File: src/rvv_div_cfg_pkg.sv
package rvv_div_cfg_pkg;

  // vector register geometry
  localparam int vlen  = 64;
  localparam int vlenb = vlen / 8;

  localparam int byte_width  = 8;
  localparam int hword_width = 16;
  localparam int word_width  = 32;

  // lower half of the bytes in 8-bit lanes
  localparam int lanes8  = vlenb / 2;
  // next quarter in 16-bit lanes
  localparam int lanes16 = vlenb / 4;
  // top quarter in 32-bit lanes, also covers a full EEW32 register
  localparam int lanes32 = vlen / word_width;

  localparam int rob_idx_width = 3;

  typedef logic [vlen-1:0]          vreg_t;
  typedef logic [word_width-1:0]    xreg_t;
  typedef logic [rob_idx_width-1:0] rob_idx_t;

endpackage

File: src/rvv_div_uop_pkg.sv
package rvv_div_uop_pkg;

  import rvv_div_cfg_pkg::*;

  typedef enum logic [2:0] {
    opmvv = 3'b010,
    opmvx = 3'b110
  } funct3_e;

  typedef enum logic [5:0] {
    vdivu = 6'b100000,
    vdiv  = 6'b100001,
    vremu = 6'b100010,
    vrem  = 6'b100011
  } funct6_e;

  typedef enum logic [1:0] {
    eew8  = 2'b00,
    eew16 = 2'b01,
    eew32 = 2'b10
  } eew_e;

  // one reservation station entry
  typedef struct packed {
    rob_idx_t rob_entry;
    funct6_e  funct6;
    funct3_e  funct3;
    vreg_t    vs1_data;
    logic     vs1_data_valid;
    vreg_t    vs2_data;
    logic     vs2_data_valid;
    eew_e     vs2_eew;
    xreg_t    rs1_data;
    logic     rs1_data_valid;
  } div_uop_t;

  typedef struct packed {
    logic is_rem;
    eew_e eew;
  } div_ctrl_t;

  // src2 is the dividend, src1 the divisor
  typedef struct packed {
    logic [lanes8-1:0][byte_width-1:0]   src2_8;
    logic [lanes8-1:0][byte_width-1:0]   src1_8;
    logic [lanes16-1:0][hword_width-1:0] src2_16;
    logic [lanes16-1:0][hword_width-1:0] src1_16;
    logic [lanes32-1:0][word_width-1:0]  src2_32;
    logic [lanes32-1:0][word_width-1:0]  src1_32;
  } div_operands_t;

  typedef struct packed {
    logic [lanes8-1:0][byte_width-1:0]   quo_8;
    logic [lanes8-1:0][byte_width-1:0]   rem_8;
    logic [lanes16-1:0][hword_width-1:0] quo_16;
    logic [lanes16-1:0][hword_width-1:0] rem_16;
    logic [lanes32-1:0][word_width-1:0]  quo_32;
    logic [lanes32-1:0][word_width-1:0]  rem_32;
  } div_lane_results_t;

  // to the reorder buffer
  typedef struct packed {
    rob_idx_t rob_entry;
    vreg_t    w_data;
  } div_result_t;

endpackage

File: src/rvv_div_operand_prep.sv
`timescale 1ns/100ps

module rvv_div_operand_prep (
  input  logic                           div_uop_valid,
  input  rvv_div_uop_pkg::div_uop_t      div_uop,
  output logic                           start,
  output logic                           is_signed,
  output rvv_div_uop_pkg::div_ctrl_t     ctrl,
  output rvv_div_uop_pkg::div_operands_t operands
);

  import rvv_div_cfg_pkg::*;
  import rvv_div_uop_pkg::*;

  logic is_div_op;
  logic is_vx;
  logic src_valid;

  // element idx of a register, right aligned, upper bits zero
  function automatic xreg_t get_elem(input vreg_t v, input int idx, input eew_e eew);
    xreg_t raw;
    raw = '0;
    case (eew)
      eew8:    raw[byte_width-1:0]  = v[idx*byte_width +: byte_width];
      eew16:   raw[hword_width-1:0] = v[idx*hword_width +: hword_width];
      default: raw = v[idx*word_width +: word_width];
    endcase
    return raw;
  endfunction

  function automatic xreg_t extend(input xreg_t raw, input eew_e eew, input logic sgn);
    xreg_t ext;
    case (eew)
      eew8:    ext = {{(word_width-byte_width){sgn & raw[byte_width-1]}},
                      raw[byte_width-1:0]};
      eew16:   ext = {{(word_width-hword_width){sgn & raw[hword_width-1]}},
                      raw[hword_width-1:0]};
      default: ext = raw;
    endcase
    return ext;
  endfunction

  // vector-scalar forms broadcast rs1 to every element
  function automatic xreg_t src_elem(input vreg_t v, input int idx, input logic use_rs1);
    xreg_t raw;
    raw = use_rs1 ? div_uop.rs1_data : get_elem(v, idx, div_uop.vs2_eew);
    return extend(raw, div_uop.vs2_eew, is_signed);
  endfunction

  always_comb begin
    case (div_uop.funct6)
      vdivu, vdiv, vremu, vrem: is_div_op = 1'b1;
      default:                  is_div_op = 1'b0;
    endcase
  end

  always_comb begin
    case (div_uop.funct3)
      opmvv:   src_valid = div_uop.vs2_data_valid & div_uop.vs1_data_valid;
      opmvx:   src_valid = div_uop.vs2_data_valid & div_uop.rs1_data_valid;
      default: src_valid = 1'b0;
    endcase
  end

  assign is_vx       = (div_uop.funct3 == opmvx);
  assign start       = div_uop_valid & is_div_op & src_valid;
  assign is_signed   = (div_uop.funct6 == vdiv) || (div_uop.funct6 == vrem);
  assign ctrl.is_rem = (div_uop.funct6 == vremu) || (div_uop.funct6 == vrem);
  assign ctrl.eew    = div_uop.vs2_eew;

  // spread elements over the lanes, low elements to the narrowest lanes
  always_comb begin
    xreg_t e1;
    xreg_t e2;
    operands = '0;
    e1 = '0;
    e2 = '0;
    case (div_uop.vs2_eew)
      eew8: begin
        for (int i = 0; i < lanes8; i++) begin
          e2 = src_elem(div_uop.vs2_data, i, 1'b0);
          e1 = src_elem(div_uop.vs1_data, i, is_vx);
          operands.src2_8[i] = e2[byte_width-1:0];
          operands.src1_8[i] = e1[byte_width-1:0];
        end
        for (int i = 0; i < lanes16; i++) begin
          e2 = src_elem(div_uop.vs2_data, lanes8 + i, 1'b0);
          e1 = src_elem(div_uop.vs1_data, lanes8 + i, is_vx);
          operands.src2_16[i] = e2[hword_width-1:0];
          operands.src1_16[i] = e1[hword_width-1:0];
        end
        for (int i = 0; i < lanes32; i++) begin
          operands.src2_32[i] = src_elem(div_uop.vs2_data, lanes8 + lanes16 + i, 1'b0);
          operands.src1_32[i] = src_elem(div_uop.vs1_data, lanes8 + lanes16 + i, is_vx);
        end
      end
      eew16: begin
        for (int i = 0; i < lanes16; i++) begin
          e2 = src_elem(div_uop.vs2_data, i, 1'b0);
          e1 = src_elem(div_uop.vs1_data, i, is_vx);
          operands.src2_16[i] = e2[hword_width-1:0];
          operands.src1_16[i] = e1[hword_width-1:0];
        end
        for (int i = 0; i < lanes32; i++) begin
          operands.src2_32[i] = src_elem(div_uop.vs2_data, lanes16 + i, 1'b0);
          operands.src1_32[i] = src_elem(div_uop.vs1_data, lanes16 + i, is_vx);
        end
      end
      eew32: begin
        for (int i = 0; i < lanes32; i++) begin
          operands.src2_32[i] = src_elem(div_uop.vs2_data, i, 1'b0);
          operands.src1_32[i] = src_elem(div_uop.vs1_data, i, is_vx);
        end
      end
      default: ;
    endcase
  end

endmodule

File: src/rvv_div_divider.sv
`timescale 1ns/100ps

module rvv_div_divider #(
  parameter type elem_t = logic [7:0]
) (
  input  logic  clk,
  input  logic  rst_n,
  input  logic  start,
  input  logic  is_signed,
  input  logic  accept,
  input  elem_t dividend,
  input  elem_t divisor,
  output elem_t quotient,
  output elem_t remainder,
  output logic  done
);

  localparam int w         = $bits(elem_t);
  localparam int cnt_width = $clog2(w + 1);
  localparam logic [cnt_width-1:0] last_step = cnt_width'(w);

  typedef enum logic [1:0] {
    st_idle,
    st_run,
    st_done
  } state_e;

  state_e               state;
  logic [cnt_width-1:0] step;

  // dividend bits shift out of quo while quotient bits shift in
  logic [w-1:0] quo;
  logic [w-1:0] rem;
  logic [w-1:0] dvs;
  logic         neg_quo;
  logic         neg_rem;
  logic         div_zero;

  logic         sign_a;
  logic         sign_b;
  logic [w:0]   partial;
  logic [w:0]   trial;

  assign sign_a  = is_signed & dividend[w-1];
  assign sign_b  = is_signed & divisor[w-1];
  assign partial = {rem, quo[w-1]};
  assign trial   = partial - {1'b0, dvs};

  always_ff @(posedge clk) begin
    if (!rst_n) begin
      state <= st_idle;
      step  <= '0;
    end else begin
      case (state)
        st_idle: begin
          if (start) begin
            state <= st_run;
            step  <= '0;
          end
        end
        st_run: begin
          step <= step + 1'b1;
          if (step == last_step) begin
            state <= st_done;
          end
        end
        st_done: begin
          if (accept) begin
            state <= st_idle;
          end
        end
        default: state <= st_idle;
      endcase
    end
  end

  always_ff @(posedge clk) begin
    case (state)
      st_idle: begin
        if (start) begin
          quo      <= sign_a ? -dividend : dividend;
          dvs      <= sign_b ? -divisor : divisor;
          rem      <= '0;
          neg_quo  <= sign_a ^ sign_b;
          neg_rem  <= sign_a;
          div_zero <= (divisor == '0);
        end
      end
      st_run: begin
        if (step == last_step) begin
          // sign fix; remainder follows the dividend
          // most negative / -1 lands on the dividend without help
          quo <= div_zero ? '1 : (neg_quo ? -quo : quo);
          rem <= neg_rem ? -rem : rem;
        end else if (trial[w]) begin
          quo <= {quo[w-2:0], 1'b0};
          rem <= partial[w-1:0];
        end else begin
          quo <= {quo[w-2:0], 1'b1};
          rem <= trial[w-1:0];
        end
      end
      default: ;
    endcase
  end

  assign quotient  = quo;
  assign remainder = rem;
  assign done      = (state == st_done);

endmodule

File: src/rvv_div_result_merge.sv
`timescale 1ns/100ps

module rvv_div_result_merge (
  input  logic                               start,
  input  rvv_div_uop_pkg::div_ctrl_t         ctrl,
  input  rvv_div_cfg_pkg::rob_idx_t          rob_entry,
  input  rvv_div_uop_pkg::div_lane_results_t lane_results,
  input  logic [rvv_div_cfg_pkg::lanes8-1:0]  done8,
  input  logic [rvv_div_cfg_pkg::lanes16-1:0] done16,
  input  logic [rvv_div_cfg_pkg::lanes32-1:0] done32,
  input  logic                               result_ready,
  output logic                               result_valid,
  output rvv_div_uop_pkg::div_result_t       result,
  output logic                               accept
);

  import rvv_div_cfg_pkg::*;
  import rvv_div_uop_pkg::*;

  logic                                all_done;
  vreg_t                               w_data;
  logic [lanes8-1:0][byte_width-1:0]   pick8;
  logic [lanes16-1:0][hword_width-1:0] pick16;
  logic [lanes32-1:0][word_width-1:0]  pick32;

  // lanes in use for this element width
  always_comb begin
    case (ctrl.eew)
      eew8:    all_done = &{done8, done16, done32};
      eew16:   all_done = &{done16, done32};
      eew32:   all_done = &done32;
      default: all_done = 1'b0;
    endcase
  end

  assign pick8  = ctrl.is_rem ? lane_results.rem_8  : lane_results.quo_8;
  assign pick16 = ctrl.is_rem ? lane_results.rem_16 : lane_results.quo_16;
  assign pick32 = ctrl.is_rem ? lane_results.rem_32 : lane_results.quo_32;

  // back to element order, wide lanes cut down to the element width
  always_comb begin
    w_data = '0;
    case (ctrl.eew)
      eew8: begin
        for (int i = 0; i < lanes8; i++) begin
          w_data[i*byte_width +: byte_width] = pick8[i];
        end
        for (int i = 0; i < lanes16; i++) begin
          w_data[(lanes8+i)*byte_width +: byte_width] = pick16[i][byte_width-1:0];
        end
        for (int i = 0; i < lanes32; i++) begin
          w_data[(lanes8+lanes16+i)*byte_width +: byte_width] = pick32[i][byte_width-1:0];
        end
      end
      eew16: begin
        for (int i = 0; i < lanes16; i++) begin
          w_data[i*hword_width +: hword_width] = pick16[i];
        end
        for (int i = 0; i < lanes32; i++) begin
          w_data[(lanes16+i)*hword_width +: hword_width] = pick32[i][hword_width-1:0];
        end
      end
      eew32: begin
        for (int i = 0; i < lanes32; i++) begin
          w_data[i*word_width +: word_width] = pick32[i];
        end
      end
      default: ;
    endcase
  end

  assign result_valid     = start & all_done;
  assign accept           = result_valid & result_ready;
  assign result.rob_entry = rob_entry;
  assign result.w_data    = w_data;

endmodule

File: src/rvv_div_unit.sv
`timescale 1ns/100ps

module rvv_div_unit (
  input  logic                         clk,
  input  logic                         rst_n,
  input  logic                         div_uop_valid,
  input  rvv_div_uop_pkg::div_uop_t    div_uop,
  output logic                         result_valid,
  output rvv_div_uop_pkg::div_result_t result,
  input  logic                         result_ready
);

  import rvv_div_cfg_pkg::*;
  import rvv_div_uop_pkg::*;

  logic              start;
  logic              is_signed;
  logic              accept;
  div_ctrl_t         ctrl;
  div_operands_t     operands;
  div_lane_results_t lane_results;
  logic [lanes8-1:0]  done8;
  logic [lanes16-1:0] done16;
  logic [lanes32-1:0] done32;

  genvar j;

  rvv_div_operand_prep u_prep (
    .div_uop_valid (div_uop_valid),
    .div_uop       (div_uop),
    .start         (start),
    .is_signed     (is_signed),
    .ctrl          (ctrl),
    .operands      (operands)
  );

  generate
    for (j = 0; j < lanes8; j++) begin : g_div8
      rvv_div_divider #(
        .elem_t (logic [byte_width-1:0])
      ) u_div (
        .clk       (clk),
        .rst_n     (rst_n),
        .start     (start),
        .is_signed (is_signed),
        .accept    (accept),
        .dividend  (operands.src2_8[j]),
        .divisor   (operands.src1_8[j]),
        .quotient  (lane_results.quo_8[j]),
        .remainder (lane_results.rem_8[j]),
        .done      (done8[j])
      );
    end

    for (j = 0; j < lanes16; j++) begin : g_div16
      rvv_div_divider #(
        .elem_t (logic [hword_width-1:0])
      ) u_div (
        .clk       (clk),
        .rst_n     (rst_n),
        .start     (start),
        .is_signed (is_signed),
        .accept    (accept),
        .dividend  (operands.src2_16[j]),
        .divisor   (operands.src1_16[j]),
        .quotient  (lane_results.quo_16[j]),
        .remainder (lane_results.rem_16[j]),
        .done      (done16[j])
      );
    end

    // slowest lanes, these set the latency for every element width
    for (j = 0; j < lanes32; j++) begin : g_div32
      rvv_div_divider #(
        .elem_t (logic [word_width-1:0])
      ) u_div (
        .clk       (clk),
        .rst_n     (rst_n),
        .start     (start),
        .is_signed (is_signed),
        .accept    (accept),
        .dividend  (operands.src2_32[j]),
        .divisor   (operands.src1_32[j]),
        .quotient  (lane_results.quo_32[j]),
        .remainder (lane_results.rem_32[j]),
        .done      (done32[j])
      );
    end
  endgenerate

  rvv_div_result_merge u_merge (
    .start        (start),
    .ctrl         (ctrl),
    .rob_entry    (div_uop.rob_entry),
    .lane_results (lane_results),
    .done8        (done8),
    .done16       (done16),
    .done32       (done32),
    .result_ready (result_ready),
    .result_valid (result_valid),
    .result       (result),
    .accept       (accept)
  );

endmodule

File: config.mk
export PLATFORM = sky130hd
export DESIGN_NAME = rvv_div_unit
export DESIGN_NICKNAME = d
export VERILOG_FILES = /design/src/rvv_div_cfg_pkg.sv /design/src/rvv_div_uop_pkg.sv /design/src/rvv_div_operand_prep.sv /design/src/rvv_div_divider.sv /design/src/rvv_div_result_merge.sv /design/src/rvv_div_unit.sv
export SDC_FILE = /design/constraint.sdc
export NUM_CORES = 2
export LEC_CHECK = 0
export BUFFER_PORTS_ARGS = -buffer_cell sky130_fd_sc_hd__buf_2
export CAP_MARGIN = 20
export CORE_AREA = 2 2 426 302
export DETAILED_ROUTE_END_ITERATION = 8
export DIE_AREA = 0 0 428 304
export GPL_TIMING_DRIVEN = 0
export HOLD_SLACK_MARGIN = 0.03
export PLACE_DENSITY = 0.53
export SETUP_SLACK_MARGIN = 0.15
export SYNTH_ARGS = -nofsm -noshare
export SYNTH_HDL_FRONTEND = slang
export SYNTH_HIERARCHICAL = 1
export SYNTH_SLANG_ARGS = --single-unit
export TNS_END_PERCENT = 1
File: constraint.sdc
create_clock -name clk -period 8.9 [get_ports clk]
set_clock_uncertainty 0.05 [all_clocks]
set_input_delay 0.445 -clock clk [delete_from_list [all_inputs] [get_ports clk]]
set_output_delay 0.445 -clock clk [all_outputs]
set_load 0.02 [all_outputs]
# Word level (Yosys, flattened, before mapping)
# Cells that the tools add are included.
[totals] regBits=462 in_bits=181 output_inout_bits=68
[classes] add_sub_neg=48 eq_ne=72 n_mux=168 bitwise_logic=42 n_reduce_logical=72
[ops] op="$mux W32" count=23
[ops] op="$mux W8" count=59
[ops] op="$mux W16" count=25
[ops] op="$pmux W128 S3" count=1
[ops] op="$neg A32 Y32" count=8
[ops] op="$pmux W32 S2" count=4
[ops] op="$pmux W64 S3" count=1
[ops] op="$mux W64" count=2
[ops] op="$neg A16 Y16" count=8
[ops] op="$neg A8 Y8" count=16
[ops] op="$pmux W16 S2" count=4
[ops] op="$pmux W64 S2" count=1
[ops] op="$pmux W8 S2" count=8
[ops] op="$reduce_and A3 Y1" count=24
[ops] op="$sub A33 B32 Y33" count=2
[ops] op="$logic_not A32 Y1" count=2
[ops] op="$pmux W2 S3" count=8
[ops] op="$eq A6 B6 Y1 const B" count=6
[ops] op="$sub A9 B8 Y9" count=4
[ops] op="$and A1 B1 Y1" count=34
[ops] op="$reduce_and A2 Y1" count=17
[ops] op="$sub A17 B16 Y17" count=2
[ops] op="$logic_not A16 Y1" count=2
[ops] op="$logic_not A8 Y1" count=4
[ops] op="31 further kinds" count=137

# Depth between registers and ports, before layout
[depth] depth_word=9 ltp_mapped=16 mapped_depth_nobuf=13

# Hierarchy
# Netlist, hierarchy kept.
[modules_own_cells] mod="rvv_div_divider at g_div32[0].u_div" n_inst=1 cells_each=1104 area_each_um2=9265.1 seq_area_each_um2=3133.0
[modules_own_cells] mod="rvv_div_divider at g_div32[1].u_div" n_inst=1 cells_each=1084 area_each_um2=9236.4 seq_area_each_um2=3133.0
[modules_own_cells] mod="rvv_div_divider at g_div16[0].u_div ..." n_inst=2 cells_each=525 area_each_um2=4595.7 seq_area_each_um2=1671.6
[modules_own_cells] mod="rvv_div_divider at g_div8[0].u_div ..." n_inst=3 cells_each=259 area_each_um2=2431.1 seq_area_each_um2=930.9
[modules_own_cells] mod="rvv_div_operand_prep" n_inst=1 cells_each=636 area_each_um2=3945.0 seq_area_each_um2=0.0
[modules_own_cells] mod="rvv_div_result_merge" n_inst=1 cells_each=306 area_each_um2=2489.9 seq_area_each_um2=0.0
[modules_own_cells] mod="rvv_div_divider at g_div8[3].u_div" n_inst=1 cells_each=256 area_each_um2=2407.3 seq_area_each_um2=930.9

# Worst setup path after synthesis
# OpenSTA, ideal clock, no wires.
[synth_timing] kind="input port to flip-flop" start="input div_uop[171] in the netlist's numbering" end="register g_div32[0].u_div.rem[0], enable pin" arrival_time_ps=4155 slack_ps=4255 cell_stages=4 n_path_buf=0 path_cell_list="nor4b_4 nor4b_1 o21bai_1 a31oi_1"
[synth_via] elab_chain_len=7 elab_cells_between_ends=10 classes_between="eq/ne: 5; mux: 1; bitwise: 2; reduce/logical: 2"
[synth_rtl] element="from (decl)" line_no="rvv_div_unit.sv:7" text="input rvv_div_uop_pkg::div_uop_t div_uop,"
[synth_rtl] element="$eq A6 B6 Y1" line_no="rvv_div_operand_prep.sv:51" text="case (div_uop.funct6)"
[synth_rtl] element="$reduce_or A4 Y1 *" line_no="rvv_div_operand_prep.sv:51"
[synth_rtl] element="$mux W1 *" line_no="rvv_div_operand_prep.sv:51"
[synth_rtl] element="$and A1 B1 Y1 * (2 in series)" line_no="rvv_div_operand_prep.sv:66" text="assign start = div_uop_valid & is_div_op & src_valid;"
[synth_rtl] element="named net start" line_no="rvv_div_unit.sv:16" text="logic start;"
[synth_rtl] element="$ne A2 B1 Y1 (no source line) *"
[synth_rtl] element="$reduce_and A3 Y1 (no source line) *"
[synth_rtl] element="to (signal assigned)" line_no="rvv_div_divider.sv:94" text="rem <= neg_rem ? -rem : rem;"
[synth_rtl] element="to (signal assigned)" line_no="rvv_div_divider.sv:97" text="rem <= partial[w-1:0];"
[synth_rtl] element="to (signal assigned)" line_no="rvv_div_divider.sv:100" text="rem <= trial[w-1:0];"
[synth_rtl] element="to (decl)" line_no="rvv_div_divider.sv:33" text="logic [w-1:0] rem;"
# The timed path passes the listed nets; every way through them passes the cells marked *.
# A chain may end at the register's enable or synchronous reset.

# Final worst setup path
[layout_timing] start="register g_div32[1].u_div.quo[31]" end="register g_div32[1].u_div.rem[17] (data pin)"
[layout_via] elab_chain_len=4
[layout_rtl] element="from (decl)" line_no="rvv_div_divider.sv:32" text="logic [w-1:0] quo;"
[layout_rtl] element="from (signal assigned)" line_no="rvv_div_divider.sv:81" text="quo <= sign_a ? -dividend : dividend;"
[layout_rtl] element="from (signal assigned)" line_no="rvv_div_divider.sv:93" text="quo <= div_zero ? '1 : (neg_quo ? -quo : quo);"
[layout_rtl] element="from (signal assigned)" line_no="rvv_div_divider.sv:96" text="quo <= {quo[w-2:0], 1'b0};"
[layout_rtl] element="$sub A33 B32 Y33" line_no="rvv_div_divider.sv:47" text="assign trial = partial - {1'b0, dvs};"
[layout_rtl] element="$mux W32" line_no="rvv_div_divider.sv:95" text="end else if (trial[w]) begin"
[layout_rtl] element="$mux W32" line_no="rvv_div_divider.sv:90" text="if (step == last_step) begin"
[layout_rtl] element="$pmux W32 S2" line_no="rvv_div_divider.sv:78" text="case (state)"
[layout_rtl] element="to (signal assigned)" line_no="rvv_div_divider.sv:94"
[layout_rtl] element="to (signal assigned)" line_no="rvv_div_divider.sv:97"
[layout_rtl] element="to (signal assigned)" line_no="rvv_div_divider.sv:100"
[layout_rtl] element="to (decl)" line_no="rvv_div_divider.sv:33"
# Every way passes these cells.

==> flow_summary.ini <==
[die]
placement_rows = 110
core_sq_um = 127000
dieHeight_um = 304
dieArea_sq_um = 130000
num_io_pins = 249
start_util_pct = 34.6
fp.dieW_um = 428

[logic_synthesis]
synth-main-ff-cell = edfxtp_1
yosys-top-cells-count = 441 x nor2_1, 426 x a21oi_1, 408 x edfxtp_1, 369 x nand2_1, 349 x o21ai_0
ys_warn_count = 6
yosysSeqAreaShare_pct = 30.4
synth.top_cell.area_share_pct = 28.0
synthesis.instances = 5213
synthArstFlopShare_pct = 0
synth_edf_count = 408
synth_top_cells_by_area = edfxtp_1 28%, mux2i_1 5.3%, ha_1 5.0%
synth_nets = 5578
synth_seq_cells = 462
syn-cell-area_sq_um = 43800
synth.avg_cell_area_sq_um = 8.41
yosysUniqueCellTypes = 114
synth_top_area_cell = edfxtp_1
synth_most_common_cell = nor2_1

[setup_path]
critPathTopFamily = compound AO/OA/AOI/OAI gates
required_ns = 9.31
cp-start-kind = flip-flop
worst_setup_path_end_kind = flip-flop
worst-path-buf-inv = 3
cp_cell_sequence = inv_1, ha_1, fa_1, nand2b_1, a21oi_1, o21ai_0, a21oi_1, o21ai_0, a211oi_2, buf_2, buf_2, nand3_1, o311ai_0
path_class = reg2reg
crit_fanout = 10
crit_arrival_ns = 5.47
crit_slowest_cell = a21oi_1
critPathMaxStageDelay_ns = 0.66

[power_and_ir_drop]
clkPwrFrac_pct = 42.8
p_per_area_nw_per_um2 = 111
p_int_w = 0.00388
irDropWorstVdd_v = 0.000124
p_leak_nw = 19.0
combPwrFrac_pct = 14.4
seq_power_share_pct = 42.8
sw_frac_of_total_pct = 29.5
p_sw_w = 0.00163

[detailed_routing]
dr_total_vias = 44379
drc = 0
vias_per_cell = 6.09
wirelength_mm = 210
drtPass1Iterations = 6
final_antenna_net_count = 0
drt-initial-drc-count = 6136
wire_per_inst_um = 28.9

[clock_network]
cts.reportedPaths.clkPinSlew_ns = 0.07
clock-sinks = 462
cts_root_buf = clkbuf_16
cts_buffer_depth = 3
cts_tree = done
insertion_delay_ns = 0.68
htree_levels = 2
hold_buffers = 0
postCtsSetupRepairBufs = 0
numCtsBuffers = 55
cts.repair.resized = 0

[placement]
io_buffers = 245
place.gp.congestion = 1.04
dp.cells = 7158
place_hpwl_mm = 172

[global_route]
antenna_found_initial = 35
met1_usage_pct = 47.0
grt.overflow.total = 0
grt_max_degree = 38
grt_usage_pct = 30.9
grt_pass1_wl_mm = 294
met3_usage_pct = 5.92
top_usage_layer = met1
grt_pass1_vias = 39369
gr-usage-met2_pct = 41.0

[finish]
final_util_pct = 39.0
syn2layout_area_growth_pct = 12.8
seqCellArea_sq_um = 13300
layoutNonFillerInstCount = 7282
nets = 5902
nFillCells = 13003
multiInputGateArea_sq_um = 28200
drive_gt1_share_pct = 11.1

[timing]
final_hold_viol_count = 0
tightest_slew_ns = 1.54
fin_crit_ns = 5.06
drv_slew = 5
max_freq_ghz = 0.198
finalSetupViolations = 0
slew_headroom_pct = -2.75
rsz0062_at_grt = false
period_share_pct = 56.9

[run_status]
status = complete, but fails checks
violations = max-slew violations

[hold_path]
hold_path.class = in2reg

[job]
cap_violations = 0
[placed cells by master (no fill, tap or decap), drive strengths merged, types with 33 or more instances in the layout]
| cell | synthesis | final |
|---|---|---|
| a21oi | 426 | 426 |
| o211ai | 38 | 38 |
| buf | 102 | 367 |
| a31oi | 97 | 97 |
| nand3b | 35 | 35 |
| ha | 176 | 176 |
| a21o | 63 | 63 |
| o221ai | 54 | 54 |
| o21ai | 408 | 408 |
| edfxtp | 408 | 408 |
| nand2 | 371 | 371 |
| nor2b | 95 | 95 |
| xor2 | 221 | 221 |
| o21a | 46 | 46 |
| o22a | 41 | 41 |
| and2 | 81 | 81 |
| or3 | 45 | 45 |
| inv | 281 | 283 |
| dfxtp | 54 | 54 |
| nor4 | 76 | 76 |
| o22ai | 66 | 66 |
| mux2i | 230 | 230 |
| nand3 | 109 | 109 |
| mux2 | 57 | 57 |
| xnor2 | 247 | 247 |
| o31ai | 52 | 52 |
| a22oi | 79 | 79 |
| nor3 | 153 | 153 |
| clkbuf | 182 | 253 |
| nor2 | 442 | 442 |
| nand4 | 33 | 33 |
| nand2b | 56 | 56 |
[cells by family after synthesis]
logic type | Yosys count | share of synthesized area (%)
simple gates | 1644 | 19.1
xor+xnor | 468 | 9.50
flops | 462 | 30.4
mux | 287 | 6.75
fa+ha+maj | 184 | 5.39
buf+inv | 565 | 5.47
compound gates | 1603 | 23.3
[registers in the layout, indices dropped and copies added, names as in the netlist, 8 cells and up]
name,count
g_div16.u_div/dvs,32
g_div16.u_div/quotient,32
g_div16.u_div/remainder,32
g_div16.u_div/step,10
g_div32.u_div/dvs,64
g_div32.u_div/quotient,64
g_div32.u_div/remainder,64
g_div32.u_div/step,12
g_div8.u_div/dvs,32
g_div8.u_div/quotient,32
g_div8.u_div/remainder,32
g_div8.u_div/state,8
g_div8.u_div/step,16
[through the flow]
stage | TNS [ns] | hold slack (ns) | cell area (sq um) | total power (W) | worst slack, ns
floorplan | 0 | 0.472 | 43800 | 0.00281 | 4.25
global placement | -639.35 | 0.487 | 47200 | 0.00315 | -3.21
detailed placement | 0 | 0.501 | 47500 | 0.00316 | 3.86
CTS | 0 | 0.199 | 49400 | 0.00550 | 4.09
global route | 0 | 0.201 | 49400 | 0.00564 | 3.78
finish | 0 | 0.190 | 49400 | 0.00551 | 3.84
[layout make-up]
class | instances | share of cell area [%]
Antenna cell | 18 | 0.0911
Buffer | 284 | 2.72
Clock buffer | 69 | 3.04
Clock inverter | 35 | 0.648
Inverter | 281 | 2.13
Multi-Input combinational cell | 4186 | 57.0
Sequential cell | 462 | 27.0
Tap cell | 1680 | 4.25
Timing Repair Buffer | 267 | 3.10
[routing by layer]
| layer | up-vias | share of wire (%) |
|---|---|---|
| met5 | - | 0.0062 |
| met4 | 2 | 5.4 |
| met3 | 377 | 10 |
| met2 | 2491 | 38 |
| met1 | 21526 | 46 |
| li1 | 19983 | - |
[power groups by stage]
stage | Clock, W | Combinational, W | Sequential (W)
final | 0.00236 | 0.000792 | 0.00236
after global routing | 0.00247 | 0.000813 | 0.00236
after CTS | 0.00239 | 0.000757 | 0.00236
after detailed placement | 0 | 0.000753 | 0.00240
after global placement | 0 | 0.000750 | 0.00240
after floorplan | 0 | 0.000407 | 0.00240
[worst paths after layout]
path,from,to,slack (ns),depth (start not counted)
worst max-delay path,g_div32[1].u_div/quotient[31]$_DFFE_PP_,g_div32[1].u_div/remainder[17]$_SDFFCE_PN0P_,3.84,13
worst max register to register,g_div32[1].u_div/quotient[31]$_DFFE_PP_,g_div32[1].u_div/remainder[17]$_SDFFCE_PN0P_,3.84,13
worst min register to register,g_div32[1].u_div/step[5]$_SDFFE_PN0P_,g_div32[1].u_div/step[5]$_SDFFE_PN0P_,0.52,2
worst min-delay path,rst_n,g_div8[1].u_div/state[0]$_SDFFE_PN0P_,0.19,2
No activity file was read; power rests on OpenSTA's default activity.
